**src/rtl/tage_cfg.svh**
```systemverilog
`ifndef TAGE_CFG_SVH
`define TAGE_CFG_SVH

// Table geometry
`define TAGE_INDEX_BITS 10
`define TAGE_TAG_BITS 8
`define TAGE_NUM_BANKS 4

// Global history length per tagged bank, shortest first
`define TAGE_HIST_LEN_0 10
`define TAGE_HIST_LEN_1 20
`define TAGE_HIST_LEN_2 40
`define TAGE_HIST_LEN_3 80

// Accepted commits between two useful-bit refresh pulses
`define TAGE_REFRESH_PERIOD 64

`endif

```
**src/rtl/tage_pred_pkg.sv**
```systemverilog
`include "tage_cfg.svh"

package tage_pred_pkg;

    typedef logic [`TAGE_INDEX_BITS-1:0] tage_index_t;
    typedef logic [`TAGE_TAG_BITS-1:0] tage_tag_t;

    // 3-bit prediction counter, msb set means taken
    typedef logic [2:0] tage_ctr_t;
    typedef logic [1:0] tage_useful_t;

    // Everything derived from pc and history at prediction time
    typedef struct packed {
        tage_index_t base_index;
        tage_index_t [`TAGE_NUM_BANKS-1:0] bank_index;
        tage_tag_t [`TAGE_NUM_BANKS-1:0] bank_tag;
    } tage_fold_t;

    // Travels with the branch down the pipe and comes back at commit.
    // With no provider, provider_ctr holds the base counter in its low two bits
    typedef struct packed {
        logic provider_hit;
        logic [1:0] provider_bank;
        tage_ctr_t provider_ctr;
        logic alt_taken;
        logic [`TAGE_NUM_BANKS-1:0] useful_zero;
        tage_fold_t fold;
    } tage_pred_info_t;

endpackage

```
**src/rtl/tage_upd_pkg.sv**
```systemverilog
`include "tage_cfg.svh"

package tage_upd_pkg;

    // tag_write set: ctr, useful and tag are stored as given and valid is set.
    // tag_write clear: ctr and useful are signed steps, saturated in the bank
    typedef struct packed {
        logic we;
        tage_pred_pkg::tage_index_t index;
        tage_pred_pkg::tage_tag_t tag;
        tage_pred_pkg::tage_ctr_t ctr;
        tage_pred_pkg::tage_useful_t useful;
        logic tag_write;
    } tage_bank_upd_t;

    typedef struct packed {
        logic we;
        tage_pred_pkg::tage_index_t index;
        logic [1:0] ctr;
    } tage_base_upd_t;

    // Step codes used when tag_write is clear
    parameter tage_pred_pkg::tage_ctr_t CTR_STEP_UP = 3'b001;
    parameter tage_pred_pkg::tage_ctr_t CTR_STEP_DOWN = 3'b111;
    parameter tage_pred_pkg::tage_useful_t USEFUL_STEP_UP = 2'b01;
    parameter tage_pred_pkg::tage_useful_t USEFUL_STEP_DOWN = 2'b11;

endpackage

```
**src/rtl/tage_base.sv**
```systemverilog
`timescale 1ns/1ps
`include "tage_cfg.svh"

module tage_base (
    input  logic                         clk,
    input  logic                         rst,
    input  tage_pred_pkg::tage_index_t   index,
    output logic [1:0]                   ctr,
    input  tage_upd_pkg::tage_base_upd_t upd
);

    localparam int ENTRIES = 1 << `TAGE_INDEX_BITS;

    // Bimodal counters, msb is the direction
    logic [1:0] ctr_q [ENTRIES];

    assign ctr = ctr_q[index];

    always_ff @(posedge clk) begin
        if (rst) begin
            // Weakly not taken
            for (int i = 0; i < ENTRIES; i++) begin
                ctr_q[i] <= 2'd1;
            end
        end else if (upd.we) begin
            ctr_q[upd.index] <= upd.ctr;
        end
    end

endmodule

```
**config.mk**
```make
export PLATFORM = sky130hd
export DESIGN_NAME = tage_base
export DESIGN_NICKNAME = d
export VERILOG_FILES = /design/src/rtl/tage_pred_pkg.sv /design/src/rtl/tage_upd_pkg.sv /design/src/rtl/tage_base.sv
export VERILOG_INCLUDE_DIRS = /design/src /design/src/rtl
export SDC_FILE = /design/constraint.sdc
export NUM_CORES = 2
export LEC_CHECK = 0
export BUFFER_PORTS_ARGS = -buffer_cell sky130_fd_sc_hd__buf_2
export CAP_MARGIN = 15
export CORE_ASPECT_RATIO = 1.75
export CORE_MARGIN = 2
export CORE_UTILIZATION = 39
export CTS_BUF_LIST = sky130_fd_sc_hd__clkbuf_2 sky130_fd_sc_hd__clkbuf_4 sky130_fd_sc_hd__clkbuf_8
export CTS_CLUSTER_SIZE = 12
export DETAILED_ROUTE_END_ITERATION = 8
export PLACE_DENSITY = 0.64
export SYNTH_ARGS = -nofsm -noshare
export SYNTH_HDL_FRONTEND = slang
export SYNTH_SLANG_ARGS = --single-unit
```
**constraint.sdc**
```tcl
create_clock -name clk -period 2.95 [get_ports clk]
set_clock_uncertainty 0.05 [all_clocks]
set_input_delay 0.1475 -clock clk [delete_from_list [all_inputs] [get_ports clk]]
set_output_delay 0.1475 -clock clk [all_outputs]
set_load 0.01 [all_outputs]
```
[Word level (Yosys, flattened, before mapping)]
Memory sizes are Yosys's and may differ from the RTL's.
Index checks and enable logic that the tools add are counted.
Word-level totals
  bits in registers: 0
  RAM bits: 2048
  output and inout port bits: 2
  logic and storage cells: 10
  memories kept: 1
Operators by class
  muxes and demuxes: 8
  reductions and logical operators: 1
Memory list
  ctr_q: depth 1024, bits a word 2, rd ports 1, clocked after Yosys merged registers in 0, write ports 1024, line tage_base.sv:15  | logic [1:0] ctr_q [ENTRIES];
Operators by type and width (count)
  $mux 10: 1
  $mux 1: 6
  $mux 2: 1
  $reduce_or 2->1: 1

[Depth between registers and ports, before layout]
  word-level depth: 5
  gate-level depth with buffers: 14
  depth with buffers taken out: 8

[Worst setup path before layout]
No wires, ideal clock.
  path type: input -> output
  start: in index[0]
  end: out ctr[1]
  data arrival time: 2405 ps
  required time: 2753 ps
  path slack: 347 ps
  stages: 10
  path buffers: 4
  cells stage by stage: buf_6 > buf_12 > buf_6 > buf_6 > mux4_2 > mux4_2 > a2111oi_2 > o21ai_1 > nand4_1 > nand4_1
Between the ends
  word-level cells in the longest chain between the ends: 1
Ends and longest elaborated chain
  start, declared: line tage_base.sv:7  | input tage_pred_pkg::tage_index_t index,
  $mem_v2 1024x2
  end, declared: line tage_base.sv:8  | output logic [1:0] ctr,
No other way between the ends.

[Worst setup path after layout]
  start: mem ctr_q[10][1]
  end: out ctr[1]
Between the ends
  word-level cells in the longest chain between the ends: 1
Ends and longest elaborated chain (line)
  start, declared: tage_base.sv:15
  $mem_v2 1024x2
No other way between the ends.

==> flow_summary.ini <==
[sta]
hold_ws_ns = 0.425
hold_viol = 0
post-route-min-period_ns = 4.40
worst_slew_pin_slew_ns = 1.35
fin_ws_ns = -1.45
slew_viol_final = 0
rsz0062_at_grt = true
setup_viol = 2
slew_headroom_pct = 10.1
clock.fmax_ghz = 0.227
fin_crit_sh_pct = 149

[worst_setup_path]
crit_required_ns = 2.75
cp_num_buf_inv = 3
cp_max_fo = 1
cp_slowest_cell = mux4_2
critPathTopFamily = multiplexers
slowest_delay_ns = 0.56
crit_chain = mux4_2 -> mux4_2 -> a22o_1 -> nor3_1 -> buf_4 -> nor3_1 -> o21ai_0 -> nand4_1 -> buf_4 -> buf_6
crit_type = register to output pin
startpoint = ctr_q[10][1]
worst-path-stages = 10
critPathCaptureType = output pin
arrival_ns = 4.20
cp-start-kind = register
crit_path_end = ctr[1]

[clock_network]
htreeDepth = 5
clkSinkCount = 2048
cts_tree = yes
clk_pin_slew_ns = 0.07
clock_path_buffers = 4
cts-root-buf = clkbuf_8
postCtsSetupRepairBufs = 0
cts_buffers = 292

[power_and_ir_drop]
power_leakage_nw = 40.2
power.total_w = 0.0622
power_density_nw_per_um2 = 548
worst_ir_drop_vdd_uv = 397

[routing]
initialDrtViolationCount = 10787
first_pass_iters = 7
viasPerCell = 6.38
antenna_left = 0
drc = 0
drt_wl_total_mm = 404
vias = 73117
wl_per_cell_um = 35.2

[hold_path]
hp-class = primary input to register

[finish]
utilization_pct = 45.4
stdcell_area_um2 = 114000
synthToLayoutAreaGrowth_pct = 15.9
largest_reg_flops = 2048
max_flop_register = ctr_q
nets = 7950
top_regs = ctr_q: 2048 flops
drive_gt1_share_pct = 23.3
fin_cells = 11458

[synth]
synthFlopType = edfxtp_1
syn_inst = 7557
synth-seq-cells = 2048
synthMuxAreaShare_pct = 12.6
syn_area_per_cell_um2 = 13.0
synth_edf_count = 2048
synth_top_area_cell = edfxtp_1
synth_compound_area_share_pct = 10.3
yosysSeqAreaShare_pct = 62.8
yosys_warnings = 0
syn_area_um2 = 97900
synth-simple-area-share_pct = 10.4
synthDistinctLibCells = 59
synth_top_area_share_pct = 62.8
synthTopCellsByCount = edfxtp_1 (2,048), nand2_1 (1,231), nor2_1 (1,206)
synth.most_common_cell = edfxtp_1
syn_nets = 7582
synth.area.top_cells = edfxtp_1 (63%), mux4_2 (9.9%), a21o_1 (6.2%)
synthArstFlopShare_pct = 0
synth_xor_area_share_pct = 0
synth_fa_ha_area_share_pct = 0
synth_top_family_by_area = multiplexers

[grt]
grt_max_degree = 180
grt_pass1_wl_mm = 557
grt.total_usage_pct = 31.2
grt_pass1_vias = 73843
antenna_found_initial = 19
gr-total-overflow = 0

[die]
die_area_um2 = 255000
die_x_um = 383
start_util_pct = 39.2
die_h_um = 667
io_pins = 27
core-area_um2 = 250000
rows = 243

[outcome]
outcome = finished, violations left
violations = setup timing

[placement]
post-dp-hpwl_mm = 271
dpl_cell_area_um2 = 108000
numPortBuffers = 26
gp_congestion = 0.993
dp.cells = 10918

[run]
cap_violations = 0
-- layout make-up --
| cell class | instances | area (µm²) |
|---|---|---|
| Fill cell | 22420 | 136000 |
| Sequential cell | 2048 | 61500 |
| Multi-Input combinational cell | 4663 | 33400 |
| Timing Repair Buffer | 915 | 8950 |
| Clock buffer | 373 | 4680 |
| Tap cell | 3307 | 4140 |
| Clock inverter | 128 | 759 |
| Antenna cell | 19 | 47.5 |
| Inverter | 5 | 25.0 |
-- cell usage in the layout (no fill, tap or decap), drive strengths merged, types with 7 or more instances in the layout --
master / count
diode: 19
clkbuf: 373
nor2: 1206
o21ai: 37
a21oi: 73
dlygate4sd3: 21
or3: 7
clkinvlp: 11
nand2b: 11
a21o: 811
mux4: 446
mux2i: 225
nand2: 1231
o221ai: 85
edfxtp: 2048
nor3: 60
nor2b: 12
o21bai: 212
a211oi: 13
nand4: 8
a22o: 8
clkinv: 109
a221oi: 9
and2: 13
o22ai: 47
buf: 894
bufinv: 7
nand3: 38
a22oi: 39
-- per-stage QoR --
step | setup slack [ns] | setup TNS, ns
6_report | -1.45 | -2.48
5_1_grt | -1.40 | -2.41
4_1_cts | -1.44 | -2.51
3_5_place_dp | -1.16 | -2.08
3_3_place_gp | -1.78 | -2.74
2_1_floorplan | 0.347 | 0
-- per-layer routing --
metal	share of wire [%]	GRT usage [%]	vias to the layer above	wire length, µm
met5	0.017	0	-	70
met4	13	33.2	10	52800
met3	11	7.15	2009	45600
met2	47	50.2	5913	189000
met1	29	32.4	36615	116000
li1	-	-	28570	-
-- where the power goes --
part / internal, W / switching [W] / leakage [nW] / total, W
Clock: 0.0110 / 0.0113 / 2.85 / 0.0223
Sequential: 0.0334 / 0.000478 / 20.0 / 0.0338
Combinational: 0.00254 / 0.00352 / 17.3 / 0.00606
-- how the worst min path moves through the flow --
| stage | start | end | slack [ns] | cells past startpoint |
|---|---|---|---|---|
| after global placement | upd[4] | ctr_q[383][0] | 0.76 | 3 |
| final | upd[2] | ctr_q[1016][0] | 0.43 | 7 |
| after CTS | upd[0] | ctr_q[346][0] | 0.37 | 3 |
| after detailed placement | upd[4] | ctr_q[383][1] | 0.78 | 3 |
| after floorplan | upd[3] | ctr_q[235][0] | 0.45 | 3 |
| after global routing | upd[3] | ctr_q[1016][0] | 0.44 | 7 |
-- kinds of logic (layout without fill, tap and decap cells) --
group	after synthesis	count (layout)
other	0	19
muxes	671	671
AOI/OAI and AO/OA	1372	1372
DFF	2048	2048
and+or+nand+nor	2620	2620
buffers and inverters	846	1421
-- timing repair --
action                                  4_1_cts  5_1_grt
hold endpoints to repair                    375        0
hold buffers                                 21        0
gates resized for setup                      20       11
pin swaps                                    10        8
endpoints found under the setup margin        2        2
(Power assumes the default switching activity.)
