**config.mk**
```make
export PLATFORM = sky130hd
export DESIGN_NAME = tage_refresh_timer
export DESIGN_NICKNAME = d
export VERILOG_FILES = /design/src/rtl/tage_refresh_timer.sv
export VERILOG_INCLUDE_DIRS = /design/src /design/src/rtl
export SDC_FILE = /design/constraint.sdc
export NUM_CORES = 1
export LEC_CHECK = 0
export ABC_AREA = 1
export BUFFER_PORTS_ARGS = -buffer_cell sky130_fd_sc_hd__buf_2
export CAP_MARGIN = 5
export CORE_AREA = 2 2 39 41
export DETAILED_ROUTE_END_ITERATION = 8
export DIE_AREA = 0 0 41 43
export PLACE_DENSITY = 0.55
export RECOVER_POWER = 50
export SLEW_MARGIN = 10
export SYNTH_ARGS = -nofsm -noshare
export SYNTH_HDL_FRONTEND = slang
export SYNTH_SLANG_ARGS = --single-unit
```
**constraint.sdc**
```tcl
create_clock -name clk -period 2.25 [get_ports clk]
set_clock_uncertainty 0.15 [all_clocks]
set_input_delay 0.45 -clock clk [delete_from_list [all_inputs] [get_ports clk]]
set_output_delay 0.45 -clock clk [all_outputs]
set_load 0.005 [all_outputs]
```
**src/rtl/tage_cfg.svh**
```systemverilog
`ifndef TAGE_CFG_SVH
`define TAGE_CFG_SVH

// Table geometry
`define TAGE_INDEX_BITS 10
`define TAGE_TAG_BITS 8
`define TAGE_NUM_BANKS 4

// Global history length per tagged bank, shortest first
`define TAGE_HIST_LEN_0 10
`define TAGE_HIST_LEN_1 20
`define TAGE_HIST_LEN_2 40
`define TAGE_HIST_LEN_3 80

// Accepted commits between two useful-bit refresh pulses
`define TAGE_REFRESH_PERIOD 64

`endif

```
**src/rtl/tage_refresh_timer.sv**
```systemverilog
`timescale 1ns/1ps
`include "tage_cfg.svh"

module tage_refresh_timer (
    input  logic clk,
    input  logic rst,
    input  logic commit_taken_pulse,
    output logic refresh_hi,
    output logic refresh_lo
);

    localparam int CNT_BITS = $clog2(`TAGE_REFRESH_PERIOD);

    logic [CNT_BITS-1:0] count;
    // Low means the next pulse clears the high useful bit
    logic                phase;

    always_ff @(posedge clk) begin
        if (rst) begin
            count <= '0;
            phase <= 1'b0;
            refresh_hi <= 1'b0;
            refresh_lo <= 1'b0;
        end else begin
            refresh_hi <= 1'b0;
            refresh_lo <= 1'b0;
            if (commit_taken_pulse) begin
                if (count == CNT_BITS'(`TAGE_REFRESH_PERIOD - 1)) begin
                    count <= '0;
                    phase <= ~phase;
                    refresh_hi <= ~phase;
                    refresh_lo <= phase;
                end else begin
                    count <= count + 1'b1;
                end
            end
        end
    end

endmodule

```
Word level (Yosys, flattened, before mapping) --
Index checks and enable logic that the tools add are counted.
Storage, ports and cells: input bits 3, word-level logic and storage cells 12, flip-flop bits (word level) 9, output and inout port bits 2
Operators by class: reductions and logical operators 2, equal/unequal tests 1, multiplexer cells 1, bitwise logic cells 3, $add $sub $neg 1
Operators with widths (number):
- adder 6 x 1 -> 6 bit, second input constant | 1
- == test 6 bit, second input constant | 1
- two-way mux 6 bit | 1
- NOT 1 bit | 3
- OR reduction 3 bit | 1
- AND reduction 2 bit | 1

Logic depth before layout (Yosys ltp) --
Gate-level depths: netlist of run 1.
word-level depth 3, gate-level depth with buffers 6, depth with buffers taken out 6

Worst setup path after synthesis of run 1 --
No wires, ideal clock.
kind reg2reg, start point register count[0], end point register count[5], arrival time 0.906 ns, buffers on the path 0, library setup time 0.111 ns, data required time 1.989 ns, clock period less this slack 1.167 ns, path slack 1.083 ns, cell stages (with the launch flop) 7, cell sequence dfxtp_1 -> ha_1 -> nand3_2 -> nor2_2 -> inv_1 -> nand2_2 -> nor2_2
On the way: longest elaborated chain between the ends 2, elaborated cells on any way between the ends 3, classes of those cells add/sub (1); eq/ne (1); mux (1)
Ends and longest elaborated chain:
- from (decl) | line tage_refresh_timer.sv:14 | logic [CNT_BITS-1:0] count;
- from (signal assigned) | line tage_refresh_timer.sv:34 | count <= count + 1'b1;
- adder 6 x 1 -> 6 bit or == test 6 bit (tied branches) | line tage_refresh_timer.sv:34, tage_refresh_timer.sv:28
- two-way mux 6 bit * | line tage_refresh_timer.sv:28 | if (count == CNT_BITS'(`TAGE_REFRESH_PERIOD - 1)) begin
Every way passes the cells marked *; elsewhere a longest branch is shown, timed or not. A chain may end at the register's enable or synchronous reset.

Worst setup path after layout of run 1 --
Same ends and word-level chain as after synthesis.

==> results of run 1 <==
==> registers in the layout (all words and copies together), names as in the netlist <==
register and count:
phase 1, count 6, refresh_hi 1, refresh_lo 1
==> cell type report <==
type                    instances  area [um^2]
fillers                       161          923
multi-input cells              37          184
flip-flops and latches          9          180
inverters                       8         30.0
clock buffers                   4         26.3
repair buffers                  4         20.0
well taps                      16         20.0
==> kinds of logic (layout without fill, tap and decap cells) <==
kind of cell,count (synthesis),count (layout),synth area share
AND/OR/NAND/NOR,31,31,0.369
flip-flops,9,9,0.454
buffers and inverters,8,16,0.0757
AO/OA/AOI/OAI,5,5,0.0694
adder cells (fa/ha/maj),1,1,0.0315
==> through the flow <==
stage / cell area, um^2 / utilization / hold WS [ps] / instances / total power [uW]
final: 460 / 0.333 / 237 / 78 / 307
after global routing: 460 / 0.333 / 231 / 78 / 325
after CTS: 463 / 0.335 / 234 / 78 / 312
after detailed placement: 437 / 0.316 / 310 / 74 / 186
after global placement: 437 / 0.316 / 305 / 74 / 186
after floorplan: 397 / - / 294 / 54 / 180
==> final timing paths <==
check,endpoint,slack [ps],cells after the start
max,count[5]$_SDFFE_PP0P_,950,6
min,refresh_lo$_SDFF_PP0_,240,2
max reg2reg,count[5]$_SDFFE_PP0P_,950,6
min reg2reg,phase$_SDFFE_PP0P_,320,2
==> cell usage in the layout, fill, tap and decap left out, drive strengths merged <==
master and instances:
a21oi 2, inv 8, nor2 10, dfxtp 9
nor3 2, o21bai 1, buf 4, o21ai 2
nand2 13, ha 1, clkbuf 4, nand3 6
==> metal layers <==
| metal | wire (um) | GRT usage | up-vias | part of all wire |
|---|---|---|---|---|
| met2 | 270 | 0.128 | 4 | 0.42 |
| met1 | 323 | 0.114 | 151 | 0.51 |
| met3 | 33 | 0.0628 | 2 | 0.052 |
| met5 | 0 | 0 | - | 0 |
| li1 | - | - | 186 | - |
| met4 | 10 | 0.0600 | 0 | 0.016 |
==> power by group through the flow <==
stage / Combinational, uW / Sequential [uW] / Clock (uW)
finish: 16.9 / 166 / 124
global route: 19.1 / 166 / 140
CTS: 17.0 / 166 / 129
detailed placement: 17.2 / 169 / 0
global placement: 17.0 / 169 / 0
floorplan: 11.2 / 169 / 0
==> critical path: cells and delay by family (launching register included) <==
family	cells	cell delay, ps
AND/OR/NAND/NOR	4	360
buffers and inverters	1	100
adder cells (fa/ha/maj)	1	220
flip-flops	1	360
==> impl_metrics.toml, run 1 <==
[sta]
min_period_over_period = 0.579
fmax_mhz = 768
hold_viol = 0
slew_viol_final = 0
worst_slack_ps = 947
slew_headroom = 0.882
worstMarginPinSlew_ps = 177
setup-violations-final = 0
rsz0062_at_grt = "no"
tns_ps = 0
fin_crit_ps = 1300

[die]
io_pins = 5
dieArea_um2 = 1760
core_area_um2 = 1380
die_h_um = 43
rows = 14
die_w_um = 41
start_util = 0.287

[cts]
cts_root_buf = "clkbuf_4"
post-cts-setup-buffers = 0
numCtsBuffers = 3
insertion_delay_ps = 260
cts_sinks = 9
h-tree-depth = 1
clockBufferDepth = 2
cts_tree = "yes"
hold_buffers = 0
clk_pin_slew_ps = 60
postCtsResizedCells = 0

[detailed_routing]
wirelength_um = 638
drtIter0Drc = 6
routedWlPerCell_um = 8.18
viasPerCell = 4.40
drc = 0
drtAntennaViolNets = 0
dr.pass1.iters = 4
num_vias = 343

[global_routing]
grt_usage = 0.0977
grt_pass1_wl_um = 1100
grt_max_degree = 8
antenna_found_initial = 0
grt.overflow.total = 0
grt_pass1_vias = 294

[yosys]
ys_ff_latch = 9
ys_top_cells_by_area = "dfxtp_1 45%, nand2_1 11%, inv_1 7.6%, nor2_1 6.6%, nand3_1 6.3%"
synthesis.area_um2 = 397
ys.flop_type = "dfxtp_1"
postSynth.asyncResetShare = 0
yosysMostFrequentCell = "nand2_1"
synth_cell_types = 14
ys_seq_area_frac = 0.454
synth_nets = 58
yosysTopAreaCell = "dfxtp_1"
synth-warning-count = 0
yosysTopAreaCellShare = 0.454
synth_top_cells_by_count = "12 x nand2_1, 9 x dfxtp_1, 8 x inv_1"
synth_edf_count = 0
syn_area_per_cell_um2 = 7.35
syn_inst = 54

[power_and_ir_drop]
p_sw_uw = 69.4
pwr-share-comb = 0.055
p_int_uw = 237
pwr_density_cell_nw_per_um2 = 666
switching_share = 0.226
power.leakage_uw = 0.000195
p_clk_frac = 0.405
vdd_drop_max_v = 0.000217
pwr-share-seq = 0.540

[min_path]
min_from = "rst"
hold_class = "in -> reg"

[setup_path]
startpoint = "count[0]$_SDFFE_PP0P_"
r2r-start = "count[0]$_SDFFE_PP0P_"
crit_type = "reg -> reg"
critPathMaxFanout = 3
end_kind = "flop"
crit_chain = "ha_1, nand3_2, nor2_1, inv_1, nand2_2, nor2_2"
arrival_ps = 1310
worstPathRequired_ps = 2260
max_stage_delay_ps = 360
cp_slowest_cell = "dfxtp_1"
start_kind = "flop"

[finish]
nets = 67
drive_gt1_frac = 0.194
area_growth_pct = 16.1
antenna_cells = 0

[placed_design]
gp_congestion = 0.680
dp_slack_ps = 946
place_hpwl_um = 516
io_buffers = 4

[outcome]
status = "completed"

[run]
cap_viol_max_count = 0
(Power assumes the default switching activity.)
==> inputs of run 2 (changes only) <==
Settings changed: PLACE_DENSITY 0.55 to 0.56.
Clock period 2.25 ns to 1.1 ns, I/O delays scaled along.
==> run 2 against run 1 <==
The run now ends with negative setup slack left. Worst hold slack got worse by 61 ps. Non-clock buffer count increased by 2. Total power increased by 110%. Critical endpoint is now count[3]$_SDFFE_PP0P_. Sequential cell count unchanged. Highest routed layer is now met3. Cell area increased by 15%. Count of clock-buffer cells in the layout unchanged. Core utilization increased by 5.1 points. Register-to-register slack got worse by 1000 ps.
==> impl_metrics.toml, run 2 (synthesis results as in run 1) <==
[detailed_routing]
drtIter0Drc = 9
dr.pass1.iters = 2
routedWlPerCell_um = 9.41
wirelength_um = 753
drtAntennaViolNets = 0
num_vias = 356
drc = 0
viasPerCell = 4.45

[global_routing]
grt_pass1_wl_um = 1220
grt_pass1_vias = 314
antenna_found_initial = 0
grt_max_degree = 8
grt.overflow.total = 0
grt_usage = 0.111

[die]
start_util = 0.287
die_w_um = 41
die_h_um = 43
core_area_um2 = 1380
io_pins = 5
rows = 14
dieArea_um2 = 1760

[power_and_ir_drop]
vdd_drop_max_v = 0.000550
p_clk_frac = 0.384
power.leakage_uw = 0.000205
p_int_uw = 495
pwr-share-seq = 0.540
p_sw_uw = 139
pwr-share-comb = 0.075
switching_share = 0.220
pwr_density_cell_nw_per_um2 = 1200

[finish]
fin_util = 0.383
largest_reg_flops = 6
nets = 69
seqCellArea_um2 = 188
layout_common_cells = "12 x nand2_1, 7 x inv_1, 5 x nor2_1, 5 x dfxtp_1"
nFillCells = 149
layoutNonFillerInstCount = 80
area_growth_pct = 33.8
layout_commonest_cell = "nand2_1"
drive_gt1_frac = 0.344
antenna_cells = 0
multiInputGateArea_um2 = 226
final_area_um2 = 531
max_flop_register = "count"

[outcome]
status = "finished, violations left"
violations = "negative setup slack"

[placed_design]
io_buffers = 4
placed_area_um2 = 452
place_hpwl_um = 557
dp_slack_ps = -58.1
place_inst = 74
gp_congestion = 0.723

[setup_path]
rrSetupSlack_ps = -60
arrival_ps = 1160
crit_type = "reg -> reg"
worstPathRequired_ps = 1100
start_kind = "flop"
end_kind = "flop"
cp_slowest_cell = "dfxtp_4"
crit_chain = "ha_4, nand3_4, nor2_4, inv_2, nand2_4, nor2_1"
max_stage_delay_ps = 360
critPathMaxFanout = 3

[cts]
clk_pin_slew_ps = 60
post-cts-setup-buffers = 0
cts_sinks = 9
numCtsBuffers = 3
h-tree-depth = 1
cts_root_buf = "clkbuf_4"
clockBufferDepth = 2
insertion_delay_ps = 250
cts_tree = "yes"

[sta]
fmax_mhz = 862
worst_slack_ps = -60.4
fin_crit_ps = 1160
rsz0062_at_grt = "yes"
setup-violations-final = 6
whs_ps = 176
hold_viol = 0
min_period_over_period = 1.05
slew_viol_final = 0
worstMarginPinSlew_ps = 205
slew_headroom = 0.863

[run]
cap_viol_max_count = 0

[min_path]
hold_class = "in -> reg"
-- run 2: power groups by stage --
stage / Clock (uW) / Sequential (uW) / Combinational, uW
2_1_floorplan: 0 / 349 / 24.9
3_3_place_gp: 0 / 351 / 37.6
3_5_place_dp: 0 / 351 / 36.8
4_1_cts: 263 / 343 / 44.3
5_1_grt: 289 / 343 / 53.0
6_report: 244 / 343 / 47.9
-- run 2: area by class of cell --
| type | count | area share |
|---|---|---|
| multi-input combinational | 37 | 0.427 |
| sequential | 9 | 0.354 |
| timing repair buffer | 6 | 0.0755 |
| inverter | 8 | 0.0566 |
| clock buffer | 4 | 0.0495 |
| tap | 16 | 0.0377 |
-- run 2: worst paths after layout --
kind | cells after the start | end | from
max | 6 | count[3]$_SDFFE_PP0P_ | count[1]$_SDFFE_PP0P_
min | 4 | count[0]$_SDFFE_PP0P_ | rst
max reg2reg | 6 | count[3]$_SDFFE_PP0P_ | count[1]$_SDFFE_PP0P_
min reg2reg | 2 | phase$_SDFFE_PP0P_ | phase$_SDFFE_PP0P_
-- run 2: critical path, delay by kind of cell, from the launching register on --
kind	cells	cell delay (ps)
AND/OR/NAND/NOR	4	320
buffers and inverters	1	70
adder cells (fa/ha/maj)	1	150
flip-flops	1	360
-- run 2: stage by stage --
step	setup TNS (ps)	total power [uW]
CTS	-227	651
global route	-641	686
detailed placement	-209	387
global placement	-135	388
finish	-252	635
floorplan	0	374
-- run 2: metal layers --
metal / vias to the layer above / GRT usage / share of wire
li1: 193 / - / -
met1: 159 / 0.127 / 0.46
met2: 4 / 0.147 / 0.49
met3: 0 / 0.0628 / 0.048
met4: 0 / 0.0800 / 0
met5: - / 0 / 0
-- run 2: repair_timing --
item | in CTS | in global routing
pin swaps | 0 | 1
endpoints found under the hold margin | 1 | 0
hold buffers | 2 | 0
endpoints found under the setup margin | 5 | 7
resized for setup | 1 | 8
