===== src/rtl/tage_cfg.svh =====
`ifndef TAGE_CFG_SVH
`define TAGE_CFG_SVH

// Table geometry
`define TAGE_INDEX_BITS 10
`define TAGE_TAG_BITS 8
`define TAGE_NUM_BANKS 4

// Global history length per tagged bank, shortest first
`define TAGE_HIST_LEN_0 10
`define TAGE_HIST_LEN_1 20
`define TAGE_HIST_LEN_2 40
`define TAGE_HIST_LEN_3 80

// Accepted commits between two useful-bit refresh pulses
`define TAGE_REFRESH_PERIOD 64

`endif


===== src/rtl/tage_pred_pkg.sv =====
`include "tage_cfg.svh"

package tage_pred_pkg;

    typedef logic [`TAGE_INDEX_BITS-1:0] tage_index_t;
    typedef logic [`TAGE_TAG_BITS-1:0] tage_tag_t;

    // 3-bit prediction counter, msb set means taken
    typedef logic [2:0] tage_ctr_t;
    typedef logic [1:0] tage_useful_t;

    // Everything derived from pc and history at prediction time
    typedef struct packed {
        tage_index_t base_index;
        tage_index_t [`TAGE_NUM_BANKS-1:0] bank_index;
        tage_tag_t [`TAGE_NUM_BANKS-1:0] bank_tag;
    } tage_fold_t;

    // Travels with the branch down the pipe and comes back at commit.
    // With no provider, provider_ctr holds the base counter in its low two bits
    typedef struct packed {
        logic provider_hit;
        logic [1:0] provider_bank;
        tage_ctr_t provider_ctr;
        logic alt_taken;
        logic [`TAGE_NUM_BANKS-1:0] useful_zero;
        tage_fold_t fold;
    } tage_pred_info_t;

endpackage


===== src/rtl/tage_upd_pkg.sv =====
`include "tage_cfg.svh"

package tage_upd_pkg;

    // tag_write set: ctr, useful and tag are stored as given and valid is set.
    // tag_write clear: ctr and useful are signed steps, saturated in the bank
    typedef struct packed {
        logic we;
        tage_pred_pkg::tage_index_t index;
        tage_pred_pkg::tage_tag_t tag;
        tage_pred_pkg::tage_ctr_t ctr;
        tage_pred_pkg::tage_useful_t useful;
        logic tag_write;
    } tage_bank_upd_t;

    typedef struct packed {
        logic we;
        tage_pred_pkg::tage_index_t index;
        logic [1:0] ctr;
    } tage_base_upd_t;

    // Step codes used when tag_write is clear
    parameter tage_pred_pkg::tage_ctr_t CTR_STEP_UP = 3'b001;
    parameter tage_pred_pkg::tage_ctr_t CTR_STEP_DOWN = 3'b111;
    parameter tage_pred_pkg::tage_useful_t USEFUL_STEP_UP = 2'b01;
    parameter tage_pred_pkg::tage_useful_t USEFUL_STEP_DOWN = 2'b11;

endpackage


===== src/rtl/tage_update_fsm.sv =====
`timescale 1ns/1ps
`include "tage_cfg.svh"

module tage_update_fsm (
    input  logic                                               clk,
    input  logic                                               rst,
    input  logic                                               commit,
    input  logic                                               committed_taken,
    input  tage_pred_pkg::tage_pred_info_t                     committed_pred_info,
    output tage_upd_pkg::tage_bank_upd_t [`TAGE_NUM_BANKS-1:0] bank_upd,
    output tage_upd_pkg::tage_base_upd_t                       base_upd,
    output logic                                               commit_taken_pulse
);
    import tage_pred_pkg::*;
    import tage_upd_pkg::*;

    localparam int NB = `TAGE_NUM_BANKS;

    typedef enum logic {IDLE, WRITE} state_t;

    state_t          state;
    tage_pred_info_t info_q;
    logic            taken_q;

    logic            pred_dir;
    logic            mispredict;
    logic [NB-1:0]   longer;
    logic [NB-1:0]   free;
    logic            alloc_found;
    logic [1:0]      alloc_bank;

    ////////////////////////////////////////////////////////////////////////////
    // Capture
    ////////////////////////////////////////////////////////////////////////////

    always_ff @(posedge clk) begin
        if (rst) begin
            state <= IDLE;
        end else begin
            case (state)
                IDLE:    if (commit) state <= WRITE;
                default: state <= IDLE;
            endcase
        end
    end

    // A commit seen in WRITE is lost
    always_ff @(posedge clk) begin
        if (state == IDLE && commit) begin
            info_q <= committed_pred_info;
            taken_q <= committed_taken;
        end
    end

    assign commit_taken_pulse = (state == WRITE);

    ////////////////////////////////////////////////////////////////////////////
    // Table writes
    ////////////////////////////////////////////////////////////////////////////

    always_comb begin
        bank_upd = '0;
        base_upd = '0;

        pred_dir = info_q.provider_hit ? info_q.provider_ctr[2] : info_q.provider_ctr[1];
        mispredict = (pred_dir != taken_q);

        // Banks with longer history than the provider
        for (int b = 0; b < NB; b++) begin
            longer[b] = !info_q.provider_hit || (b > int'(info_q.provider_bank));
        end
        free = longer & info_q.useful_zero;

        // Lowest free bank wins
        alloc_found = 1'b0;
        alloc_bank = '0;
        for (int b = NB - 1; b >= 0; b--) begin
            if (free[b]) begin
                alloc_found = 1'b1;
                alloc_bank = b[1:0];
            end
        end

        for (int b = 0; b < NB; b++) begin
            bank_upd[b].index = info_q.fold.bank_index[b];
            bank_upd[b].tag = info_q.fold.bank_tag[b];
        end
        base_upd.index = info_q.fold.base_index;

        if (state == WRITE) begin
            if (info_q.provider_hit) begin
                bank_upd[info_q.provider_bank].we = 1'b1;
                bank_upd[info_q.provider_bank].ctr = taken_q ? CTR_STEP_UP : CTR_STEP_DOWN;
                // Useful moves only when the alternate disagreed
                if (info_q.alt_taken != pred_dir) begin
                    bank_upd[info_q.provider_bank].useful =
                        mispredict ? USEFUL_STEP_DOWN : USEFUL_STEP_UP;
                end
            end else begin
                base_upd.we = 1'b1;
                if (taken_q) begin
                    base_upd.ctr = (info_q.provider_ctr[1:0] == 2'd3) ?
                                   2'd3 : info_q.provider_ctr[1:0] + 2'd1;
                end else begin
                    base_upd.ctr = (info_q.provider_ctr[1:0] == 2'd0) ?
                                   2'd0 : info_q.provider_ctr[1:0] - 2'd1;
                end
            end

            if (mispredict && longer != '0) begin
                if (alloc_found) begin
                    bank_upd[alloc_bank].we = 1'b1;
                    bank_upd[alloc_bank].tag_write = 1'b1;
                    bank_upd[alloc_bank].ctr = taken_q ? 3'd4 : 3'd3;
                    bank_upd[alloc_bank].useful = '0;
                end else begin
                    // Nothing free, age every candidate
                    for (int b = 0; b < NB; b++) begin
                        if (longer[b]) begin
                            bank_upd[b].we = 1'b1;
                            bank_upd[b].useful = USEFUL_STEP_DOWN;
                        end
                    end
                end
            end
        end
    end

endmodule


===== config.mk =====
export PLATFORM = sky130hd
export DESIGN_NAME = tage_update_fsm
export DESIGN_NICKNAME = d
export VERILOG_FILES = /design/src/rtl/tage_pred_pkg.sv /design/src/rtl/tage_upd_pkg.sv /design/src/rtl/tage_update_fsm.sv
export VERILOG_INCLUDE_DIRS = /design/src /design/src/rtl
export SDC_FILE = /design/constraint.sdc
export NUM_CORES = 1
export LEC_CHECK = 0
export BUFFER_PORTS_ARGS = -buffer_cell sky130_fd_sc_hd__buf_2
export CORE_MARGIN = 5
export CORE_UTILIZATION = 50
export DETAILED_ROUTE_END_ITERATION = 10
export GPL_ROUTABILITY_DRIVEN = 0
export HOLD_SLACK_MARGIN = 0.1
export PLACE_DENSITY = 0.84
export SLEW_MARGIN = 20
export SYNTH_ARGS = -nofsm -noshare
export SYNTH_HDL_FRONTEND = slang
export SYNTH_SLANG_ARGS = --single-unit

===== constraint.sdc =====
create_clock -name clk -period 9.1 [get_ports clk]
set_clock_uncertainty 0.2 [all_clocks]
set_input_delay 0.91 -clock clk [delete_from_list [all_inputs] [get_ports clk]]
set_output_delay 0.91 -clock clk [all_outputs]
set_load 0.05 [all_outputs]

### Yosys cells after proc, flatten, opt, wreduce, memory -nomap -nowiden

Cells that the tools add are included.
W data, S select, Z words.

* register bits after elaboration: 95
* input bits: 97

* add/subtract/negate cells: 2
* multiplexer cells: 70
* magnitude comparators: 7
* bitwise logic cells: 2
* equality and inequality tests: 3
* reductions and logical operators: 11

Operators with widths (count)
* $bwmux W100: 7
* $mux W100: 5
* $demux W25 S2: 7
* $mux W21: 4
* $mux W25: 2
* $mux W2: 18
* $mux W1: 21
* $mux W3: 4
* $mux W6: 2
* $lt A2 B3 Y1 const B: 2
* $and A4 B4 Y4: 1
* $ge A2 B1 Y1 const B: 2
* $gt A2 B2 Y1 const A: 2
* $logic_and A1 B1 Y1: 4
* $reduce_bool A4 Y1: 1
* $logic_or A1 B1 Y1: 3
* $add A2 B1 Y2 const B: 1
* $eq A2 B2 Y1 const B: 1
* $gt A1 B2 Y1 const A: 1
* $logic_not A2 Y1: 1
* $ne A1 B1 Y1: 2
* $reduce_or A2 Y1: 1
* $sub A2 B1 Y2 const B: 1
* $logic_not A1 Y1: 1
* $not A1 Y1: 1

### Logic depth before layout (Yosys ltp)

* depth in word-level cells: 18
* gate-level depth with buffers: 7
* gate-level depth less buffers: 5

### Least setup slack after synthesis

Ideal clock, no wire load.

* path type: input to register
* from: in commit
* to: reg info_q, in the netlist base_upd[10] (enable)
* required time: 8.342 ns
* path buffers: 0
* data arrival time: 5.025 ns
* stages: 1
* slack: 3.317 ns
* library setup time: 0.558 ns
* cell sequence: nor2b_1

* cells in the longest elaborated chain, start to end: 1

Ends and longest elaborated chain
* from (decl): line tage_update_fsm.sv:7 `input logic commit,`
* $logic_and A1 B1 Y1: line tage_update_fsm.sv:49 `if (state == IDLE && commit) begin`
* to (signal assigned): line tage_update_fsm.sv:50 `info_q <= committed_pred_info;`
* to (decl): line tage_update_fsm.sv:22 `tage_pred_info_t info_q;`

No other way between the ends.
A chain may end at the register's enable or synchronous reset.

==> metrics.log <==
INFO  metric run_status = finished clean
INFO  metric ys_dominant_reg_cell = sky130_fd_sc_hd__edfxtp_1
INFO  metric worst-setup-path-type = flip-flop to primary output
INFO  metric grt_pass1_wl = 14.3 mm
INFO  metric cts_buffers = 9
INFO  metric bufs_on_longest_clock_path = 2
INFO  metric clock_insertion_delay_worst_skew = 330 ps
INFO  metric critPathRequiredTime = 7990 ps
INFO  metric post_cts.repair.setup_buffers = 0
INFO  metric post-dp-hpwl = 7.69 mm
INFO  metric setup-violations-final = 0
INFO  metric share_of_cells_above_drive_strength_1 = 55.4%
INFO  metric cts_root_buf = sky130_fd_sc_hd__clkbuf_8
INFO  metric count_of_non_filler_cells_in_the_finished_layout = 544
INFO  metric nets_finish = 531
INFO  metric final_period_minus_worst_setup_slack = 3700 ps
INFO  metric place.port_buffers = 210
INFO  metric share_of_the_clock_period_used_by_the_worst_path = 40.7%
INFO  metric peakVddDrop = 0.000133 V
INFO  metric cts-htree-levels = 3
INFO  metric cp_max_fo = 22
INFO  metric dieWidth = 103 um
INFO  metric routedWlPerCell = 17.7 um
INFO  metric route.detailed.vias_per_inst = 4.85
INFO  metric postRouteAntennaNets = 0
INFO  metric synthArstFlopShare = 0%
INFO  metric detailedPlace.worstSlack = 5750 ps
INFO  metric hold_violations = 0
INFO  metric final_util = 60.8%
INFO  metric syn2layout_area_growth = 17.0%
INFO  metric report.final.slew_viol_count = 0
INFO  metric globalRoute.totalOverflow = 0
INFO  metric cap_violations = 0
INFO  metric clk_pin_slew = 80 ps
INFO  metric cp.arrival = 2590 ps
INFO  metric synth_area = 4310 um^2
INFO  metric fill_cells = 656
INFO  metric route.final.wire_length = 9.64 mm
INFO  metric critical_path.startpoint_type = flip-flop
INFO  metric post_synthesis_sequential_area_ratio = 65.9%
INFO  metric cp-end-kind = primary output
INFO  metric syn-instance-count = 301
INFO  metric worst-slew-pin-transition = 954 ps
INFO  metric synth.avg_cell_area = 14.3 um^2
INFO  metric num_vias = 2639
INFO  metric timing.final.ws_setup = 5400 ps
INFO  metric vias_in_the_first_global_route = 2751
INFO  metric power_density = 191 nW/um^2
INFO  metric yosysWarningCount = 0
INFO  metric ys_types = 56
INFO  metric cts-resized-gates = 0
INFO  metric drcViolationCount = 0
INFO  metric timing.slew.headroom = 36.3%
INFO  metric fmaxAchievable = 270 MHz
INFO  metric mappedNetlistNets = 398
INFO  metric synth_edf_count = 94
INFO  metric cts.sink_count = 95
INFO  metric place.detailed.instances = 528
INFO  metric setup-tns-final = 0 ps
INFO  metric die_h = 103 um
INFO  metric p_leak = 2.17 nW
INFO  metric placementRows = 33
INFO  metric ctsHoldBuffers = 0
INFO  metric cts_tree = yes
INFO  metric hp-class = primary input to flip-flop
INFO  metric synth.ff_latch_count = 95
INFO  metric floorplan.core_area = 8300 um^2
INFO  metric setup_repair_after_global_routing_missed_its_margin = false
INFO  metric grt_start_max_net_pins = 61
INFO  metric dr.pass1.iters = 4
INFO  metric antenna_found_initial = 0
INFO  metric floorplan.initialDensity = 52.0%
INFO  metric design.die.area = 10600 um^2
INFO  metric antenna_cells_inserted = 0
INFO  metric detailedRoute.firstIterationViolations = 112
INFO  metric grt_usage = 17.9%
INFO  metric num_io_pins = 211
synth_stat cells, types with 3 or more instances:
| library cell | instances | area [um^2] |
|---|---|---|
| sky130_fd_sc_hd__edfxtp_1 | 94 | 2820 |
| sky130_fd_sc_hd__buf_4 | 83 | 623 |
| sky130_fd_sc_hd__nand2_1 | 16 | 60.1 |
| sky130_fd_sc_hd__a21oi_1 | 9 | 45.0 |
| sky130_fd_sc_hd__nor2_1 | 8 | 30.0 |
| sky130_fd_sc_hd__and2_1 | 6 | 37.5 |
| sky130_fd_sc_hd__nand2b_1 | 6 | 37.5 |
| sky130_fd_sc_hd__nor2b_1 | 6 | 37.5 |
| sky130_fd_sc_hd__o21ai_0 | 6 | 30.0 |
| sky130_fd_sc_hd__clkbuf_1 | 4 | 15.0 |
| sky130_fd_sc_hd__o21a_1 | 4 | 30.0 |
| sky130_fd_sc_hd__o22ai_1 | 4 | 25.0 |
| sky130_fd_sc_hd__a21boi_0 | 3 | 22.5 |
| sky130_fd_sc_hd__and3_1 | 3 | 18.8 |
| sky130_fd_sc_hd__nor3_1 | 3 | 15.0 |
worst max-delay path: stages, from the launching register on:
cell and delay, ps:
sky130_fd_sc_hd__edfxtp_1 780, sky130_fd_sc_hd__mux2i_4 480, sky130_fd_sc_hd__xnor2_4 210, sky130_fd_sc_hd__nand2_1 160, sky130_fd_sc_hd__a2111oi_4 320, sky130_fd_sc_hd__buf_2 310
worst paths after layout:
check / slack [ps] / cells past startpoint / to / start
setup / recovery: 5400 / 5 / bank_upd[77] / info_q[92]
hold / removal: 520 / 2 / commit_taken_pulse / rst
setup reg to reg: 6330 / 2 / info_q[25] / commit_taken_pulse
hold reg to reg: 1230 / 1 / info_q[87] / commit_taken_pulse
metal layers:
metal / part of all wire [%] / vias to the layer above / GRT usage (%)
met1: 31 / 1238 / 17.8
met3: 12 / 9 / 9.40
met2: 55 / 128 / 32.7
li1: - / 1264 / -
met5: 0 / - / 0
met4: 1.2 / 0 / 4.58
layout make-up:
class	instances	area (um^2)	share of cell area, %
Clock inverter	6	61.3	1.21
Sequential cell	95	2840	56.3
Multi-Input combinational cell	115	817	16.2
Clock buffer	10	128	2.53
Inverter	2	7.51	0.149
Timing Repair Buffer	211	1060	21.0
Tap cell	105	131	2.60
registers in the layout, summed over array words and instances (netlist names):
name	count
info_q	83
taken_q	1
commit_taken_pulse	1
base_upd	10
report_power, final:
part | internal (mW) | total [mW] | leakage, nW | switching [mW]
combinational | 0.0465 | 0.178 | 1.16 | 0.131
sequential | 0.511 | 0.525 | 0.913 | 0.0136
clock | 0.126 | 0.261 | 0.0976 | 0.135
per-stage QoR:
stage | instance area [um^2] | power (mW) | hold WS, ps
floorplan | 4310 | 0.689 | 782
global placement | 4860 | 0.709 | 868
detailed placement | 4860 | 0.714 | 873
CTS | 5050 | 0.972 | 503
global route | 5050 | 1.01 | 497
finish | 5050 | 0.964 | 522
cell usage in the layout, fill, tap and decap left out, types with 3 or more instances in the layout:
cell type	Yosys	layout
sky130_fd_sc_hd__a21boi_0	3	3
sky130_fd_sc_hd__a21oi_1	9	9
sky130_fd_sc_hd__and2_1	6	6
sky130_fd_sc_hd__and3_1	3	3
sky130_fd_sc_hd__buf_2	1	210
sky130_fd_sc_hd__clkbuf_8	0	9
sky130_fd_sc_hd__edfxtp_1	94	94
sky130_fd_sc_hd__nand2_1	16	16
sky130_fd_sc_hd__nand2b_1	6	6
sky130_fd_sc_hd__nor2_1	8	8
sky130_fd_sc_hd__nor2b_1	6	5
sky130_fd_sc_hd__nor3_1	3	3
sky130_fd_sc_hd__o21a_1	4	4
sky130_fd_sc_hd__o21ai_0	6	6
sky130_fd_sc_hd__o22ai_1	4	4
cell families (layout without fill, tap and decap cells):
| group | count (synthesis) | count (layout) | share of synthesized area [%] |
|---|---|---|---|
| AOI/OAI and AO/OA | 40 | 40 | 6.76 |
| xor gates and xnor gates | 4 | 4 | 1.42 |
| adders and majority gates | 1 | 1 | 0.232 |
| buffers and inverters | 91 | 229 | 15.3 |
| DFF | 95 | 95 | 65.9 |
| muxes | 1 | 1 | 0.522 |
| and+or+nand+nor | 69 | 69 | 9.83 |
(Power assumes the default switching activity.)
